<file path="src/lms_fe_pkg.sv">
// LMS6002D front end shared widths and SPI device map
`default_nettype none

package lms_fe_pkg;

   // Sample widths
   localparam int LMS_SAMPLE_W  = 12;   // LMS ADC/DAC word
   localparam int CORE_SAMPLE_W = 14;   // Core side sample
   localparam int PAD_W         = 2;    // Zero bits below a received word

   // Shared SPI bus
   localparam int SPI_DEV_N = 3;

   // Slave positions within select and per-device vectors
   localparam int SPI_DEV_DAC  = 0;
   localparam int SPI_DEV_LMS1 = 1;
   localparam int SPI_DEV_LMS2 = 2;

endpackage

`default_nettype wire

</file>
<file path="src/lms_rx_deinterleave.sv">
// LMS receive deinterleaver, rebuilds I/Q pairs from the IQ-select tagged ADC words
`timescale 1ns/1ps
`default_nettype none

module lms_rx_deinterleave
   import lms_fe_pkg::*;
(
   input  logic                     lms_clk,
   input  logic                     rst_n_i,
   input  logic                     rx_iqsel_i,   // High marks an I word
   input  logic [LMS_SAMPLE_W-1:0]  rx_d_i,
   output logic [CORE_SAMPLE_W-1:0] rx_i_o,
   output logic [CORE_SAMPLE_W-1:0] rx_q_o,
   output logic                     rx_valid_o
);

   logic [LMS_SAMPLE_W-1:0] i_hold;   // Most recent I word
   logic                    i_pend;
   logic                    pair_done;

   // A Q word closes a pair only once an I word has been seen
   assign pair_done = !rx_iqsel_i && i_pend;

   always_ff @(posedge lms_clk)
   begin
      if (!rst_n_i)
      begin
         i_pend     <= 1'b0;
         rx_valid_o <= 1'b0;
      end
      else
      begin
         rx_valid_o <= pair_done;
         if (rx_iqsel_i)
            i_pend <= 1'b1;
         else if (pair_done)
            i_pend <= 1'b0;
      end
   end

   // Sample payload
   always_ff @(posedge lms_clk)
   begin
      if (rx_iqsel_i)
         i_hold <= rx_d_i;   // Repeated I words overwrite
      if (pair_done)
      begin
         rx_i_o <= {i_hold, {PAD_W{1'b0}}};   // Left justified
         rx_q_o <= {rx_d_i, {PAD_W{1'b0}}};
      end
   end

   // Each pair needs at least one I word and one Q word, so no back to back strobes
   assert property (@(posedge lms_clk) disable iff (!rst_n_i)
                    rx_valid_o |=> !rx_valid_o)
      else $error("rx_valid_o high in two consecutive cycles");

endmodule

`default_nettype wire

</file>
<file path="src/lms_tx_interleave.sv">
// LMS transmit interleaver, buffers I/Q pairs under credit control and slots them onto the DAC bus
`timescale 1ns/1ps
`default_nettype none

module lms_tx_interleave
   import lms_fe_pkg::*;
#(
   parameter int TX_DEPTH = 4
)
(
   input  logic                    lms_clk,
   input  logic                    rst_n_i,
   input  logic                    tx_push_i,
   input  logic [LMS_SAMPLE_W-1:0] tx_i_i,
   input  logic [LMS_SAMPLE_W-1:0] tx_q_i,
   output logic                    tx_credit_o,   // One credit back per pop
   output logic                    tx_iqsel_o,    // Low on I slot, high on Q slot
   output logic [LMS_SAMPLE_W-1:0] tx_d_o,
   output logic                    tx_underrun_o
);

   localparam int PTR_W = $clog2(TX_DEPTH);
   localparam int CNT_W = $clog2(TX_DEPTH + 1);

   logic [LMS_SAMPLE_W-1:0] buf_i [TX_DEPTH];
   logic [LMS_SAMPLE_W-1:0] buf_q [TX_DEPTH];
   logic [PTR_W-1:0]        wr_ptr;
   logic [PTR_W-1:0]        rd_ptr;
   logic [CNT_W-1:0]        fill;
   logic                    slot_q;   // Next slot is the Q slot
   logic [LMS_SAMPLE_W-1:0] q_hold;
   logic                    armed;    // Set once any pair went in
   logic                    buf_full;
   logic                    buf_empty;
   logic                    wr_en;
   logic                    rd_en;

   function automatic logic [PTR_W-1:0] ptr_next(input logic [PTR_W-1:0] ptr);
      return (ptr == PTR_W'(TX_DEPTH - 1)) ? '0 : ptr + 1'b1;
   endfunction

   assign buf_full  = (fill == CNT_W'(TX_DEPTH));
   assign buf_empty = (fill == '0);
   assign wr_en     = tx_push_i && !buf_full;
   assign rd_en     = !slot_q && !buf_empty;   // Pop only at an I slot

   // Pair storage
   always_ff @(posedge lms_clk)
   begin
      if (wr_en)
      begin
         buf_i[wr_ptr] <= tx_i_i;
         buf_q[wr_ptr] <= tx_q_i;
      end
   end

   // Q word waits one slot behind its I word, zero on an empty I slot
   always_ff @(posedge lms_clk)
   begin
      if (!slot_q)
         q_hold <= rd_en ? buf_q[rd_ptr] : '0;
   end

   always_ff @(posedge lms_clk)
   begin
      if (!rst_n_i)
      begin
         wr_ptr        <= '0;
         rd_ptr        <= '0;
         fill          <= '0;
         slot_q        <= 1'b0;   // First slot after reset is I
         armed         <= 1'b0;
         tx_credit_o   <= 1'b0;
         tx_iqsel_o    <= 1'b0;
         tx_d_o        <= '0;
         tx_underrun_o <= 1'b0;
      end
      else
      begin
         if (wr_en)
            wr_ptr <= ptr_next(wr_ptr);
         if (rd_en)
            rd_ptr <= ptr_next(rd_ptr);
         fill        <= fill + CNT_W'(wr_en) - CNT_W'(rd_en);
         slot_q      <= !slot_q;
         tx_iqsel_o  <= slot_q;
         tx_credit_o <= rd_en;    // Same cycle as the I word it frees
         armed       <= armed | wr_en;
         if (!slot_q)
         begin
            tx_d_o <= rd_en ? buf_i[rd_ptr] : '0;
            if (buf_empty && armed)
               tx_underrun_o <= 1'b1;   // Sticky until reset
         end
         else
            tx_d_o <= q_hold;
      end
   end

   // Core must honour its credits, so a full buffer never sees a push
   assert property (@(posedge lms_clk) disable iff (!rst_n_i)
                    tx_push_i |-> !buf_full)
      else $error("push into full TX buffer, credit protocol broken");

   // Slots alternate I, Q, I, Q from the first slot after reset
   assert property (@(posedge lms_clk) disable iff (!rst_n_i)
                    $past(rst_n_i) |=> tx_iqsel_o != $past(tx_iqsel_o))
      else $error("tx_iqsel_o did not alternate");

endmodule

`default_nettype wire

</file>
<file path="src/lms_spi_fanout.sv">
// SPI select fan-out, gates the shared master onto the DAC and both LMS chips
`timescale 1ns/1ps
`default_nettype none

module lms_spi_fanout
   import lms_fe_pkg::*;
(
   input  logic                 lms_clk,       // Assertion sampling only
   input  logic                 spi_sclk_i,
   input  logic                 spi_mosi_i,
   input  logic [SPI_DEV_N-1:0] spi_sen_n_i,   // Active low selects
   output logic                 spi_miso_o,
   output logic [SPI_DEV_N-1:0] dev_sclk_o,
   output logic [SPI_DEV_N-1:0] dev_mosi_o,
   input  logic [1:0]           lms_miso_i     // [0] LMS1, [1] LMS2
);

   logic [SPI_DEV_N-1:0] dev_miso;

   // Idle devices see both lines held low
   always_comb
   begin
      for (int d = 0; d < SPI_DEV_N; d++)
      begin
         dev_sclk_o[d] = !spi_sen_n_i[d] && spi_sclk_i;
         dev_mosi_o[d] = !spi_sen_n_i[d] && spi_mosi_i;
      end
   end

   // Per-device readback, DAC is write only
   always_comb
   begin
      dev_miso               = '0;
      dev_miso[SPI_DEV_DAC]  = 1'b0;
      dev_miso[SPI_DEV_LMS1] = lms_miso_i[0];
      dev_miso[SPI_DEV_LMS2] = lms_miso_i[1];
   end

   assign spi_miso_o = |(dev_miso & ~spi_sen_n_i);

   // Master addresses one slave at a time
   assert property (@(posedge lms_clk) $onehot0(~spi_sen_n_i))
      else $error("more than one SPI select low");

endmodule

`default_nettype wire

</file>
<file path="src/lms_frontend_top.sv">
// LMS6002D front end top, two receive and two transmit channels plus SPI select fan-out
`timescale 1ns/1ps
`default_nettype none

module lms_frontend_top
   import lms_fe_pkg::*;
#(
   parameter int TX_DEPTH = 4
)
(
   input  logic                     lms_clk,
   input  logic                     rst_n_i,
   // LMS1 and LMS2 ADC side
   input  logic                     rx1_iqsel_i,
   input  logic [LMS_SAMPLE_W-1:0]  rx1_d_i,
   input  logic                     rx2_iqsel_i,
   input  logic [LMS_SAMPLE_W-1:0]  rx2_d_i,
   output logic [CORE_SAMPLE_W-1:0] rx1_i_o,
   output logic [CORE_SAMPLE_W-1:0] rx1_q_o,
   output logic                     rx1_valid_o,
   output logic [CORE_SAMPLE_W-1:0] rx2_i_o,
   output logic [CORE_SAMPLE_W-1:0] rx2_q_o,
   output logic                     rx2_valid_o,
   // Core transmit side, credit based
   input  logic                     tx1_push_i,
   input  logic [LMS_SAMPLE_W-1:0]  tx1_i_i,
   input  logic [LMS_SAMPLE_W-1:0]  tx1_q_i,
   output logic                     tx1_credit_o,
   input  logic                     tx2_push_i,
   input  logic [LMS_SAMPLE_W-1:0]  tx2_i_i,
   input  logic [LMS_SAMPLE_W-1:0]  tx2_q_i,
   output logic                     tx2_credit_o,
   // LMS1 and LMS2 DAC side
   output logic                     tx1_iqsel_o,
   output logic [LMS_SAMPLE_W-1:0]  tx1_d_o,
   output logic                     tx1_underrun_o,
   output logic                     tx2_iqsel_o,
   output logic [LMS_SAMPLE_W-1:0]  tx2_d_o,
   output logic                     tx2_underrun_o,
   // SPI
   input  logic                     spi_sclk_i,
   input  logic                     spi_mosi_i,
   input  logic [SPI_DEV_N-1:0]     spi_sen_n_i,
   output logic                     spi_miso_o,
   output logic [SPI_DEV_N-1:0]     dev_sclk_o,
   output logic [SPI_DEV_N-1:0]     dev_mosi_o,
   input  logic [1:0]               lms_miso_i
);

   lms_rx_deinterleave rx1_deint_i (
      .lms_clk    (lms_clk),
      .rst_n_i    (rst_n_i),
      .rx_iqsel_i (rx1_iqsel_i),
      .rx_d_i     (rx1_d_i),
      .rx_i_o     (rx1_i_o),
      .rx_q_o     (rx1_q_o),
      .rx_valid_o (rx1_valid_o)
   );

   lms_rx_deinterleave rx2_deint_i (
      .lms_clk    (lms_clk),
      .rst_n_i    (rst_n_i),
      .rx_iqsel_i (rx2_iqsel_i),
      .rx_d_i     (rx2_d_i),
      .rx_i_o     (rx2_i_o),
      .rx_q_o     (rx2_q_o),
      .rx_valid_o (rx2_valid_o)
   );

   lms_tx_interleave #(.TX_DEPTH(TX_DEPTH)) tx1_intl_i (
      .lms_clk       (lms_clk),
      .rst_n_i       (rst_n_i),
      .tx_push_i     (tx1_push_i),
      .tx_i_i        (tx1_i_i),
      .tx_q_i        (tx1_q_i),
      .tx_credit_o   (tx1_credit_o),
      .tx_iqsel_o    (tx1_iqsel_o),
      .tx_d_o        (tx1_d_o),
      .tx_underrun_o (tx1_underrun_o)
   );

   lms_tx_interleave #(.TX_DEPTH(TX_DEPTH)) tx2_intl_i (
      .lms_clk       (lms_clk),
      .rst_n_i       (rst_n_i),
      .tx_push_i     (tx2_push_i),
      .tx_i_i        (tx2_i_i),
      .tx_q_i        (tx2_q_i),
      .tx_credit_o   (tx2_credit_o),
      .tx_iqsel_o    (tx2_iqsel_o),
      .tx_d_o        (tx2_d_o),
      .tx_underrun_o (tx2_underrun_o)
   );

   lms_spi_fanout spi_fanout_i (
      .lms_clk     (lms_clk),
      .spi_sclk_i  (spi_sclk_i),
      .spi_mosi_i  (spi_mosi_i),
      .spi_sen_n_i (spi_sen_n_i),
      .spi_miso_o  (spi_miso_o),
      .dev_sclk_o  (dev_sclk_o),
      .dev_mosi_o  (dev_mosi_o),
      .lms_miso_i  (lms_miso_i)
   );

endmodule

`default_nettype wire

</file>
<file path="config.mk">
export PLATFORM = sky130hd
export DESIGN_NAME = lms_frontend_top
export DESIGN_NICKNAME = d
export VERILOG_FILES = /design/src/lms_fe_pkg.sv /design/src/lms_rx_deinterleave.sv /design/src/lms_tx_interleave.sv /design/src/lms_spi_fanout.sv /design/src/lms_frontend_top.sv
export SDC_FILE = /design/constraint.sdc
export NUM_CORES = 1
export LEC_CHECK = 0
export BUFFER_PORTS_ARGS = -buffer_cell sky130_fd_sc_hd__buf_2
export CORE_MARGIN = 8
export CORE_UTILIZATION = 29
export CTS_CLUSTER_SIZE = 30
export DETAILED_ROUTE_END_ITERATION = 8
export PLACE_DENSITY = 0.54
export SLEW_MARGIN = 20
export SYNTH_ARGS = -nofsm -noshare
export SYNTH_HDL_FRONTEND = slang
export SYNTH_SLANG_ARGS = --single-unit
</file>
<file path="constraint.sdc">
create_clock -name lms_clk -period 2.76 [get_ports lms_clk]
set_input_delay 0.138 -clock lms_clk [delete_from_list [all_inputs] [get_ports lms_clk]]
set_output_delay 0.138 -clock lms_clk [all_outputs]
set_load 0.01 [all_outputs]
</file>
Word-level counts from Yosys, hierarchy flattened:

Memories as Yosys holds them, arrays and structs flattened. A register that Yosys moved wholly into a read port is not among the register bits.
Cells that the tools add are included.

* memories: 4
* register bits after elaboration: 124
* output and inout port bits: 95
* input port bits: 85
* RAM bits: 192

Memories
* tx1_intl_i.buf_i: depth 4, width 12, read ports 1, clocked after memory_dff 1, write ports 1, line lms_tx_interleave.sv:25 `logic [LMS_SAMPLE_W-1:0] buf_i [TX_DEPTH];`
* tx1_intl_i.buf_q: depth 4, width 12, read ports 1, clocked after memory_dff 1, write ports 1, line lms_tx_interleave.sv:26 `logic [LMS_SAMPLE_W-1:0] buf_q [TX_DEPTH];`
* tx2_intl_i.buf_i: depth 4, width 12, read ports 1, clocked after memory_dff 1, write ports 1, line lms_tx_interleave.sv:25
* tx2_intl_i.buf_q: depth 4, width 12, read ports 1, clocked after memory_dff 1, write ports 1, line lms_tx_interleave.sv:26

* bitwise gates (word level): 6
* multiplexer cells: 20
* equal/unequal tests: 6
* add/sub/neg operators: 8
* reductions and logical operators: 36

Operator list (count)
* 12-bit 2-to-1 mux: 4
* 2-bit 2-to-1 mux: 8
* 1-bit logical NOT: 15
* 1-bit logical AND: 14
* 2-bit by 1-bit adder with 2-bit output (second input constant): 4
* 2-bit == test (second input constant): 4
* 1-bit 2-to-1 mux: 8
* 3-bit by 1-bit adder with 3-bit output: 2
* 3-bit == test (second input constant): 2
* 3-bit logical NOT: 2
* 3-bit by 1-bit subtractor with 3-bit output: 2
* 2-bit AND reduction: 2
* 2-bit nonzero test: 2
* 3-bit AND: 1
* 3-bit NOT: 1
* 3-bit OR reduction: 1
* 1-bit NOT: 2
* 1-bit bitwise OR: 2

Longest topological paths before layout:

Gate-level depths: netlist (run 1).

* depth in word-level cells: 5
* gate-level depth with buffers: 11
* depth with buffers taken out: 10

Hierarchy:

A second synthesis (run 1) with hierarchy kept.

* cell total of the unflattened synthesis: 577
* area, all modules: 12249.2 µm²

By module, submodules not included
* lms_tx_interleave (tx1_intl_i): seq. area each 3763.6 µm², times used 1, area each 4923.5 µm², cells an instance 237
* lms_tx_interleave (tx2_intl_i): seq. area each 3763.6 µm², times used 1, area each 4906.0 µm², cells an instance 239
* lms_rx_deinterleave: seq. area each 1121.1 µm², times used 2, area each 1181.1 µm², cells an instance 46
* lms_spi_fanout: seq. area each 0.0 µm², times used 1, area each 57.6 µm², cells an instance 9

Least setup slack after synthesis (run 1):

Ideal clock, no wire load.

* path kind: flip-flop to flip-flop
* from: reg tx2_intl_i.fill[1]
* to: reg tx2_intl_i.fill[2]
* library setup time: 0.078 ns
* slack: 0.474 ns
* arrival: 2.208 ns
* stages on the path, launching flop included: 12
* required time: 2.682 ns
* path buffers: 1
* cells stage by stage: dfxtp_1 nor3_2 nor2_1 clkbuf_1 ha_1 inv_1 ha_1 inv_1 fa_1 xor2_1 and2_1 nor3_1

* elaborated cells on any way between the ends: 8
* those cells by class: 2 x add/sub; 1 x eq/ne; 5 x reduce/logical

RTL lines
* start, declared: line lms_tx_interleave.sv:29 `logic [CNT_W-1:0] fill;`
* start signal, assigned: line lms_tx_interleave.sv:84 `fill <= fill + CNT_W'(wr_en) - CNT_W'(rd_en);`
* 3-bit logical NOT: line lms_tx_interleave.sv:43 `assign buf_empty = (fill == '0);`
* 1-bit logical NOT: line lms_tx_interleave.sv:45 `assign rd_en = !slot_q && !buf_empty;`
* 1-bit logical AND: line lms_tx_interleave.sv:45
* net tx2_intl_i.rd_en: line lms_tx_interleave.sv:36 `logic rd_en;`
* 3-bit by 1-bit subtractor with 3-bit output: line lms_tx_interleave.sv:84

The timed path passes the listed nets, and every way through them passes these cells.
A chain may end at the register's enable or synchronous reset.

Worst setup path after layout (run 1):

* from: reg tx2_intl_i.fill[1]
* to: reg tx2_intl_i.fill[2]

* cells in the longest elaborated chain, start to end: 5
* elaborated cells on any way between the ends: 8
* those cells by class: 2 x add/sub; 1 x eq/ne; 5 x reduce/logical

Ends and longest elaborated chain
* 3-bit == test: line lms_tx_interleave.sv:42 `assign buf_full = (fill == CNT_W'(TX_DEPTH));`
* 1-bit logical NOT: line lms_tx_interleave.sv:44 `assign wr_en = tx_push_i && !buf_full;`
* 1-bit logical AND: line lms_tx_interleave.sv:44
* 3-bit by 1-bit adder with 3-bit output: line lms_tx_interleave.sv:84
* 3-bit by 1-bit subtractor with 3-bit output *: line lms_tx_interleave.sv:84

Every way passes the cells marked *; elsewhere a longest branch is shown, timed or not.

==> reports/results.md, run 1 <==
| Group | Metric | This run |
|---|---|---|
| cts | Count of clock tree sinks | 344 |
| pwr | Maximum resistive drop on vdd | 0.3705 mV |
| flow run | Max-Cap Viols | 0 |
| route | Drt total wl | 24,820 um |
| route | Post-detailed-route count of antenna-violating nets | 0 |
| logic synthesis | #FFs+latches synth | 344 |
| floorplan | Die Height | 221.3 um |
| logic synthesis | Top flip-flop cell by instance count after synthesis | edfxtp_1 |
| logic synthesis | Cell area after synthesis | 12,220 um^2 |
| critical path | Arrival time worst endpoint | 2.78 ns |
| timing | Skew final | 0.01845 ns |
| cts | Clock latency of the later-clocked register in the worst-skew pair | 0.52 ns |
| finish | Layout-stage area growth over the synthesis result | 28.13% |
| finish | Combined flip-flop and latch cell area | 9769 um^2 |
| logic synthesis | Total number of yosys warnings | 0 |
| finish | Fin nets | 957 |
| route | Routed wire length on met2 | 11,620 um |
| cts | Number of H-tree branching levels | 2 |
| critical path | Critical register-to-register path startpoint | tx2_intl_i.fill[1] |
| critical path | Depth of the most critical reg-to-reg path | 10 |
| timing | Post-layout minimum cycle time | 2.341 ns |
| route | Length of routed wiring on met1 | 11,160 um |
| critical path | Category of the worst setup path capture point | flop |
| route | Number of optimization iterations in the first detailed-route pass | 6 |
| global routing | Global-route wire length before repair | 38,470 um |
| logic synthesis | Cell with the most instances after synthesis | edfxtp_1 |
| logic synthesis | Yosys top cell area share | 70.75% |
| cts | Post-CTS Setup Bufs | 0 |
| place | Final GP Congestion | 0.7058 |
| pwr | Power Density | 872.4 nW/um^2 |
| hold path | Hold Crit Start | rx1_iqsel_i |
| route | Final routed wire length divided by cell count | 17.43 um |
| finish | Share of layout cells above drive strength 1 | 32.54% |
| hold path | Endpoint of the worst hold-timing path | rx1_deint_i.i_hold[9] |
| logic synthesis | Share of synthesized flip-flops with an asynchronous set or reset | 0% |
| cts | Clock tree buffer depth | 3 |
| timing | Least-Margin Pin Slew | 0.9375 ns |
| cts | Clock-pin transition on the worst setup and hold timing paths | 0.06 ns |
| route | Via count | 6,029 |
| timing | Normalized max-slew margin | 37.41% |
| timing | Final setup fails | 0 |
| route | Detailed-route vias per instance | 4.234 |
| cts | Clock tree from TritonCTS | yes |
| place | IO buf count | 171 |
| timing | Setup repair after global routing missed its margin | false |
| pwr | Combinational share of power | 14.5% |
| run status | Outcome | complete, no violations |
| timing | Max Fclk | 0.4272 GHz |
| timing | Final period util | 84.81% |
| logic synthesis | Post-synth top area cell | edfxtp_1 |
| floorplan | CORE AREA | 41,760 um^2 |
| global routing | Via count of the first global-routing pass | 6,445 |
| timing | Endpoints failing hold | 0 |
| pwr | Net load switching power | 3.269 mW |
| hold path | Kind of path behind the tightest hold check | in2reg |
| finish | # fillers | 3,805 |
| timing | Pins over their slew limit | 0 |
| logic synthesis | Number of synthesized flops with an enable pin | 288 |
| global routing | Overall track demand over capacity in global routing | 9.947% |
| floorplan | Die Footprint | 48,980 um^2 |
| floorplan | Top-level I/O count | 180 |
| finish | Area occupied by multi-input gates | 2222 um^2 |
| pwr | Static leakage | 5.675 nW |
| route | WL met3 | 1583 um |
| timing | Hold Worst Slack | 0.03136 ns |
| place | Detail Placement HPWL | 15,640 um |
| critical path | Category of the most critical setup path | reg2reg |
| logic synthesis | Mean cell area of the mapped netlist | 21.19 um^2 |
| logic synthesis | Count of mapped cells out of synthesis | 577 |
| logic synthesis | Share of the yosys chip area belonging to registers | 79.92% |
| finish | Antenna diode instance count | 0 |
| critical path | Reg-to-reg setup timing slack | 0.42 ns |
| timing | Post-Route Setup TNS | 0 ns |
| critical path | Startpoint Class | flop |
| floorplan | Core Rows | 75 |
| logic synthesis | Commonest cells post-synth | edfxtp_1, dfxtp_1, mux4_2 |
| critical path | CP Data Required Time | 3.20 ns |
| route | Iteration-0 DRC count of the detailed router | 406 |
| logic synthesis | Leading cell types by total area after synthesis | edfxtp_1, dfxtp_1, mux4_2 |
| route | Highest signal layer in the routed design | met5 |
| pwr | Share of power burned in the clock network | 36.2% |
| cts | Clock tree root buffer cell | clkbuf_16 |
| logic synthesis | Post-synth cell types | 33 |
| critical path | End of the worst register-to-register path | tx2_intl_i.fill[2] |
| route | Residual DRC | 0 |
| critical path | Startpoint of the worst setup timing path | tx2_intl_i.fill[1] |
| pwr | Cell internal pwr | 10.39 mW |
| global routing | Pin count of the biggest net entering global routing | 26 |
| global routing | Initial antenna violation count | 1 |
| floorplan | Die width | 221.3 um |
| pwr | Fraction of power spent switching nets | 23.93% |
| cts | Clock buffer count from CTS | 37 |
| floorplan | Initial cell density of the core | 29.27% |
| global routing | Grt ovf | 0 |
| pwr | Sequential cell fraction of total power | 49.3% |
| critical path | Maximum fanout along the worst path | 13 |
| hold path | Worst hold path cell count | 1 |
area by class of cell:
class / instances / area share, %
sequential: 344 / 62.37
multi-input combinational: 199 / 14.19
timing repair buffer: 260 / 10.91
clock buffer: 46 / 6.255
tap: 539 / 4.306
clock inverter: 21 / 1.606
inverter: 15 / 0.3595
power by group through the flow:
stage	combinational [mW]	clock (mW)	sequential, mW
final	1.98	4.95	6.73
after floorplan	1.43	0	6.69
after global placement	1.92	0	6.85
after global routing	2.20	5.31	6.81
after CTS	2.04	5.11	6.75
after detailed placement	1.94	0	6.86
kinds of logic (layout without fill, tap and decap cells):
logic type / count (synthesis) / count (layout) / synth area share (%)
AO/OA/AOI/OAI: 46 / 46 / 2.692
XOR/XNOR: 2 / 2 / 0.1433
adder cells (fa/ha/maj): 15 / 15 / 1.658
buffers and inverters: 41 / 342 / 2.180
flip-flops: 344 / 344 / 79.92
multiplexers: 48 / 48 / 9.243
other: 1 / 8 / 0.03068
AND/OR/NAND/NOR: 80 / 80 / 4.135
state kept, by name (all words and copies together) (netlist names), 2 cells and up, named ones only:
register            count
tx1_intl_i.rd_ptr       2
tx1_intl_i.buf_i       48
tx2_intl_i.wr_ptr       2
tx1_intl_i.buf_q       48
tx2_intl_i.buf_i       48
rx1_deint_i.i_hold     12
tx1_intl_i.wr_ptr       2
rx2_deint_i.rx_i_o     12
rx2_deint_i.i_hold     12
tx2_intl_i.buf_q       48
rx1_deint_i.rx_i_o     12
tx1_intl_i.fill         3
tx2_intl_i.q_hold      12
tx2_intl_i.rd_ptr       2
tx1_intl_i.tx_d_o      12
tx2_intl_i.tx_d_o      12
rx1_deint_i.rx_q_o     12
tx1_intl_i.q_hold      12
tx2_intl_i.fill         3
rx2_deint_i.rx_q_o     12
metrics by stage:
stage	cells	utilization, %	total power, mW	instance area [um^2]	setup WS (ns)
after global placement	1283	32.78	8.769	13690	0.1657
final	1424	37.51	13.66	15660	0.4194
after CTS	1424	37.50	13.91	15660	0.08112
after detailed placement	1283	32.78	8.806	13690	0.1014
after floorplan	584	-	8.111	12250	0.4740
after global routing	1424	37.51	14.32	15660	0.1676
layer usage:
layer	global-route usage [%]	up-vias
li1	-	2831
met1	12.64	2989
met2	16.26	173
met3	2.936	34
met4	3.078	2
met5	0	-
critical path: stages (launching register included):
cell	delay, ns
dfxtp_1	0.42
nor3_2	0.08
nor2_2	0.38
ha_1	0.31
inv_1	0.06
ha_1	0.13
inv_1	0.05
fa_1	0.39
xor2_1	0.16
and2_1	0.16
nor3_1	0.12
placed cells by master (no fill, tap or decap), types with 2 or more instances in the layout:
| cell | count |
|---|---|
| o21ai_0 | 9 |
| and2_1 | 28 |
| or4_1 | 4 |
| dlygate4sd3_1 | 74 |
| edfxtp_1 | 288 |
| nor3_1 | 2 |
| a31oi_1 | 2 |
| fa_1 | 2 |
| inv_1 | 14 |
| dfxtp_1 | 56 |
| o21a_1 | 2 |
| clkinv_1 | 3 |
| nor3_2 | 2 |
| nor3_4 | 2 |
| clkbuf_1 | 7 |
| nor2b_1 | 18 |
| nor2_1 | 11 |
| conb_1 | 8 |
| clkinv_2 | 7 |
| a21oi_1 | 8 |
| buf_4 | 15 |
| clkbuf_8 | 2 |
| buf_2 | 171 |
| bufinv_16 | 5 |
| xor2_1 | 2 |
| nand3b_1 | 4 |
| nor3b_1 | 2 |
| nor2_2 | 3 |
| mux4_2 | 35 |
| ha_1 | 13 |
| nor2b_2 | 2 |
| mux4_1 | 13 |
| inv_6 | 4 |
| clkbuf_16 | 37 |
| a22o_1 | 24 |
worst max-delay path by stage:
stage,to,slack (ns),cells past startpoint
4_1_cts,tx2_intl_i.fill[2],0.08,10
6_report,tx2_intl_i.fill[2],0.42,10
3_3_place_gp,tx2_intl_i.fill[2],0.17,10
3_5_place_dp,tx2_intl_i.fill[2],0.10,10
2_1_floorplan,tx2_intl_i.fill[2],0.47,11
5_1_grt,tx2_intl_i.fill[2],0.17,10
what timing repair did:
item / in CTS / in global routing
hold buffers: 74 / 0
hold endpoints to repair: 242 / 0
gates resized for setup: 0 / 1
setup endpoints to repair: 0 / 1
Note: power is estimated with default switching activity, not from simulation.
==> run 2: changes to the inputs <==
- ABC_AREA: not set -> 1
- clock period: 2.76 -> 2.3 ns (I/O delays scaled with it)
==> run 2 against run 1 <==
- global-route usage is 1.1 points higher
- clock skew grew 0.0015 ns
- sequential cell count stayed put
- first-iteration DRC count up 5.9%
- total power grew 30%
- register-to-register slack got worse by 0.23 ns
- cell area is 6.3% higher
- combinational power is 83% higher
- largest power group unchanged
- highest routed layer unchanged
==> reports/results.md, run 2 <==
| Group | Metric | This run |
|---|---|---|
| global routing | Global-route wire length before repair | 45,660 um |
| logic synthesis | Commonest cells post-synth | nand2_1, edfxtp_1, inv_1 |
| timing | Normalized max-slew margin | 65.02% |
| timing | Setup repair after global routing missed its margin | false |
| logic synthesis | Share of the yosys chip area belonging to registers | 74.99% |
| pwr | Static leakage | 7.044 nW |
| logic synthesis | Number of synthesized flops with an enable pin | 288 |
| run status | Outcome | complete, no violations |
| place | Detail Placement HPWL | 18,550 um |
| logic synthesis | Leading cell types by total area after synthesis | edfxtp_1, nand2_1, dfxtp_1 |
| logic synthesis | Cell with the most instances after synthesis | nand2_1 |
| floorplan | Initial cell density of the core | 29.40% |
| critical path | Depth of the most critical reg-to-reg path | 11 |
| logic synthesis | Post-synth top area cell | edfxtp_1 |
| global routing | Grt ovf | 0 |
| global routing | Pin count of the biggest net entering global routing | 25 |
| logic synthesis | Top flip-flop cell by instance count after synthesis | edfxtp_1 |
| logic synthesis | Cell area after synthesis | 13,030 um^2 |
| timing | Hold Worst Slack | 0.02226 ns |
| logic synthesis | #FFs+latches synth | 344 |
| global routing | Overall track demand over capacity in global routing | 11.01% |
| cts | Clock tree root buffer cell | clkbuf_16 |
| timing | Max Fclk | 0.4731 GHz |
| critical path | Startpoint Class | flop |
| logic synthesis | Total number of yosys warnings | 0 |
| timing | Post-Route Setup TNS | 0 ns |
| place | Final GP Congestion | 0.7330 |
| global routing | Initial antenna violation count | 1 |
| pwr | Maximum resistive drop on vdd | 0.6185 mV |
| critical path | Category of the most critical setup path | reg2reg |
| timing | Post-route worst setup slack | 0.1864 ns |
| floorplan | Core Rows | 77 |
| route | Via count | 8,029 |
| place | Setup slack after placement | 0.1072 ns |
| finish | Share of layout cells above drive strength 1 | 21.61% |
| timing | Final setup fails | 0 |
| pwr | Power Density | 1065 nW/um^2 |
| route | Drt total wl | 29,110 um |
| timing | Pins over their slew limit | 0 |
| route | Detailed-route vias per instance | 4.072 |
| timing | Endpoints failing hold | 0 |
| hold path | Worst hold path cell count | 3 |
| logic synthesis | Share of synthesized flip-flops with an asynchronous set or reset | 0% |
| floorplan | Die Height | 228.0 um |
| route | Iteration-0 DRC count of the detailed router | 430 |
| timing | Final period util | 91.90% |
| route | Residual DRC | 0 |
| floorplan | Die Footprint | 51,960 um^2 |
| cts | Clock buffer count from CTS | 40 |
| timing | Skew final | 0.01999 ns |
| finish | Most frequent cells in the layout | nand2_1, edfxtp_1, buf_2 |
| route | Post-detailed-route count of antenna-violating nets | 0 |
| global routing | Via count of the first global-routing pass | 8,194 |
| critical path | Reg-to-reg setup timing slack | 0.19 ns |
| cts | Count of clock tree sinks | 344 |
| critical path | CP Data Required Time | 2.75 ns |
| finish | Fin nets | 1,450 |
| cts | Clock tree from TritonCTS | yes |
| logic synthesis | Post-synth cell types | 30 |
| flow run | Max-Cap Viols | 0 |
| logic synthesis | Mean cell area of the mapped netlist | 12.18 um^2 |
| place | IO buf count | 171 |
| floorplan | CORE AREA | 44,320 um^2 |
| cts | Clock tree buffer depth | 3 |
| cts | Clock latency of the later-clocked register in the worst-skew pair | 0.55 ns |
| critical path | Maximum fanout along the worst path | 4 |
| route | Final routed wire length divided by cell count | 14.76 um |
| timing | Post-layout minimum cycle time | 2.114 ns |
| cts | Clock-pin transition on the worst setup and hold timing paths | 0.06 ns |
| critical path | Category of the worst setup path capture point | flop |
| floorplan | Die width | 228.0 um |
| hold path | Kind of path behind the tightest hold check | in2reg |
| finish | Layout-stage area growth over the synthesis result | 27.85% |
| finish | Commonest non-fill, non-tap cell in the layout | nand2_1 |
| logic synthesis | Count of mapped cells out of synthesis | 1,070 |
| timing | Least-Margin Pin Slew | 0.5240 ns |
| critical path | Arrival time worst endpoint | 2.56 ns |
| cts | Number of H-tree branching levels | 2 |
| logic synthesis | Yosys top cell area share | 66.38% |
| floorplan | Top-level I/O count | 180 |
| route | Number of optimization iterations in the first detailed-route pass | 5 |
run 2: repair_timing:
item                                    4_1_cts  5_1_grt
endpoints found under the setup margin        0        1
endpoints found under the hold margin       250        0
hold buffers                                 76        0
buffers inserted                              0        1
gates resized for setup                       0        2
run 2: critical path: stages (launching register included):
cell and delay, ns:
dfxtp_1 0.33, nand3b_4 0.17, nand2_2 0.07, inv_1 0.04, ha_1 0.28, inv_1 0.06, ha_1 0.13, inv_1 0.05
fa_1 0.40, or2_2 0.30, a21oi_1 0.13, nor2_1 0.05
run 2: cell families (layout without fill, tap and decap cells):
family                     Yosys count  after routing  share of synthesized area, %
AOI/OAI and AO/OA                   40             40                         1.834
xor gates and xnor gates             1              1                       0.06724
adders and majority gates           15             15                         1.556
buffers and inverters              192            494                         6.473
DFF                                344            344                         74.99
other                                1              9                       0.02879
and+or+nand+nor                    477            477                         15.05
run 2: where the power goes:
part | switching [mW] | total [mW] | internal [mW]
Combinational | 2.37 | 3.62 | 1.25
Clock | 2.47 | 6.09 | 3.62
Sequential | 0.307 | 8.03 | 7.72
Total | 5.15 | 17.7 | 12.6
run 2: path summary, 6_finish.rpt:
check | start | endpoint
max | tx2_intl_i.fill[2] | tx2_intl_i.fill[2]
min | rx1_iqsel_i | rx1_deint_i.i_pend
max reg2reg | tx2_intl_i.fill[2] | tx2_intl_i.fill[2]
min reg2reg | rx1_deint_i.i_hold[1] | rx1_deint_i.rx_i_o[3]
run 2: layout make-up:
class	instances	area, um^2
Timing Repair Buffer	275	1839
Multi-Input combinational cell	541	2469
Inverter	148	559.3
Clock inverter	23	225.2
Clock buffer	48	1051
Tap cell	592	740.7
Fill cell	4308	27660
Sequential cell	344	9769
Antenna cell	1	2.502
run 2: per-stage QoR:
step	util (%)	cell area (um^2)	total power, mW	cells
after floorplan	-	13060	10.54	1077
after CTS	37.56	16650	18.07	1970
after global routing	37.58	16650	18.80	1971
after global placement	32.96	14610	11.67	1823
final	37.58	16660	17.74	1972
after detailed placement	32.96	14610	11.75	1823
run 2: metal layers:
metal / routed length [um] / global-route usage [%]
met4: 673 / 3.850
met2: 14410 / 18.90
met1: 12540 / 13.39
met3: 1468 / 2.668
met5: 13 / 0
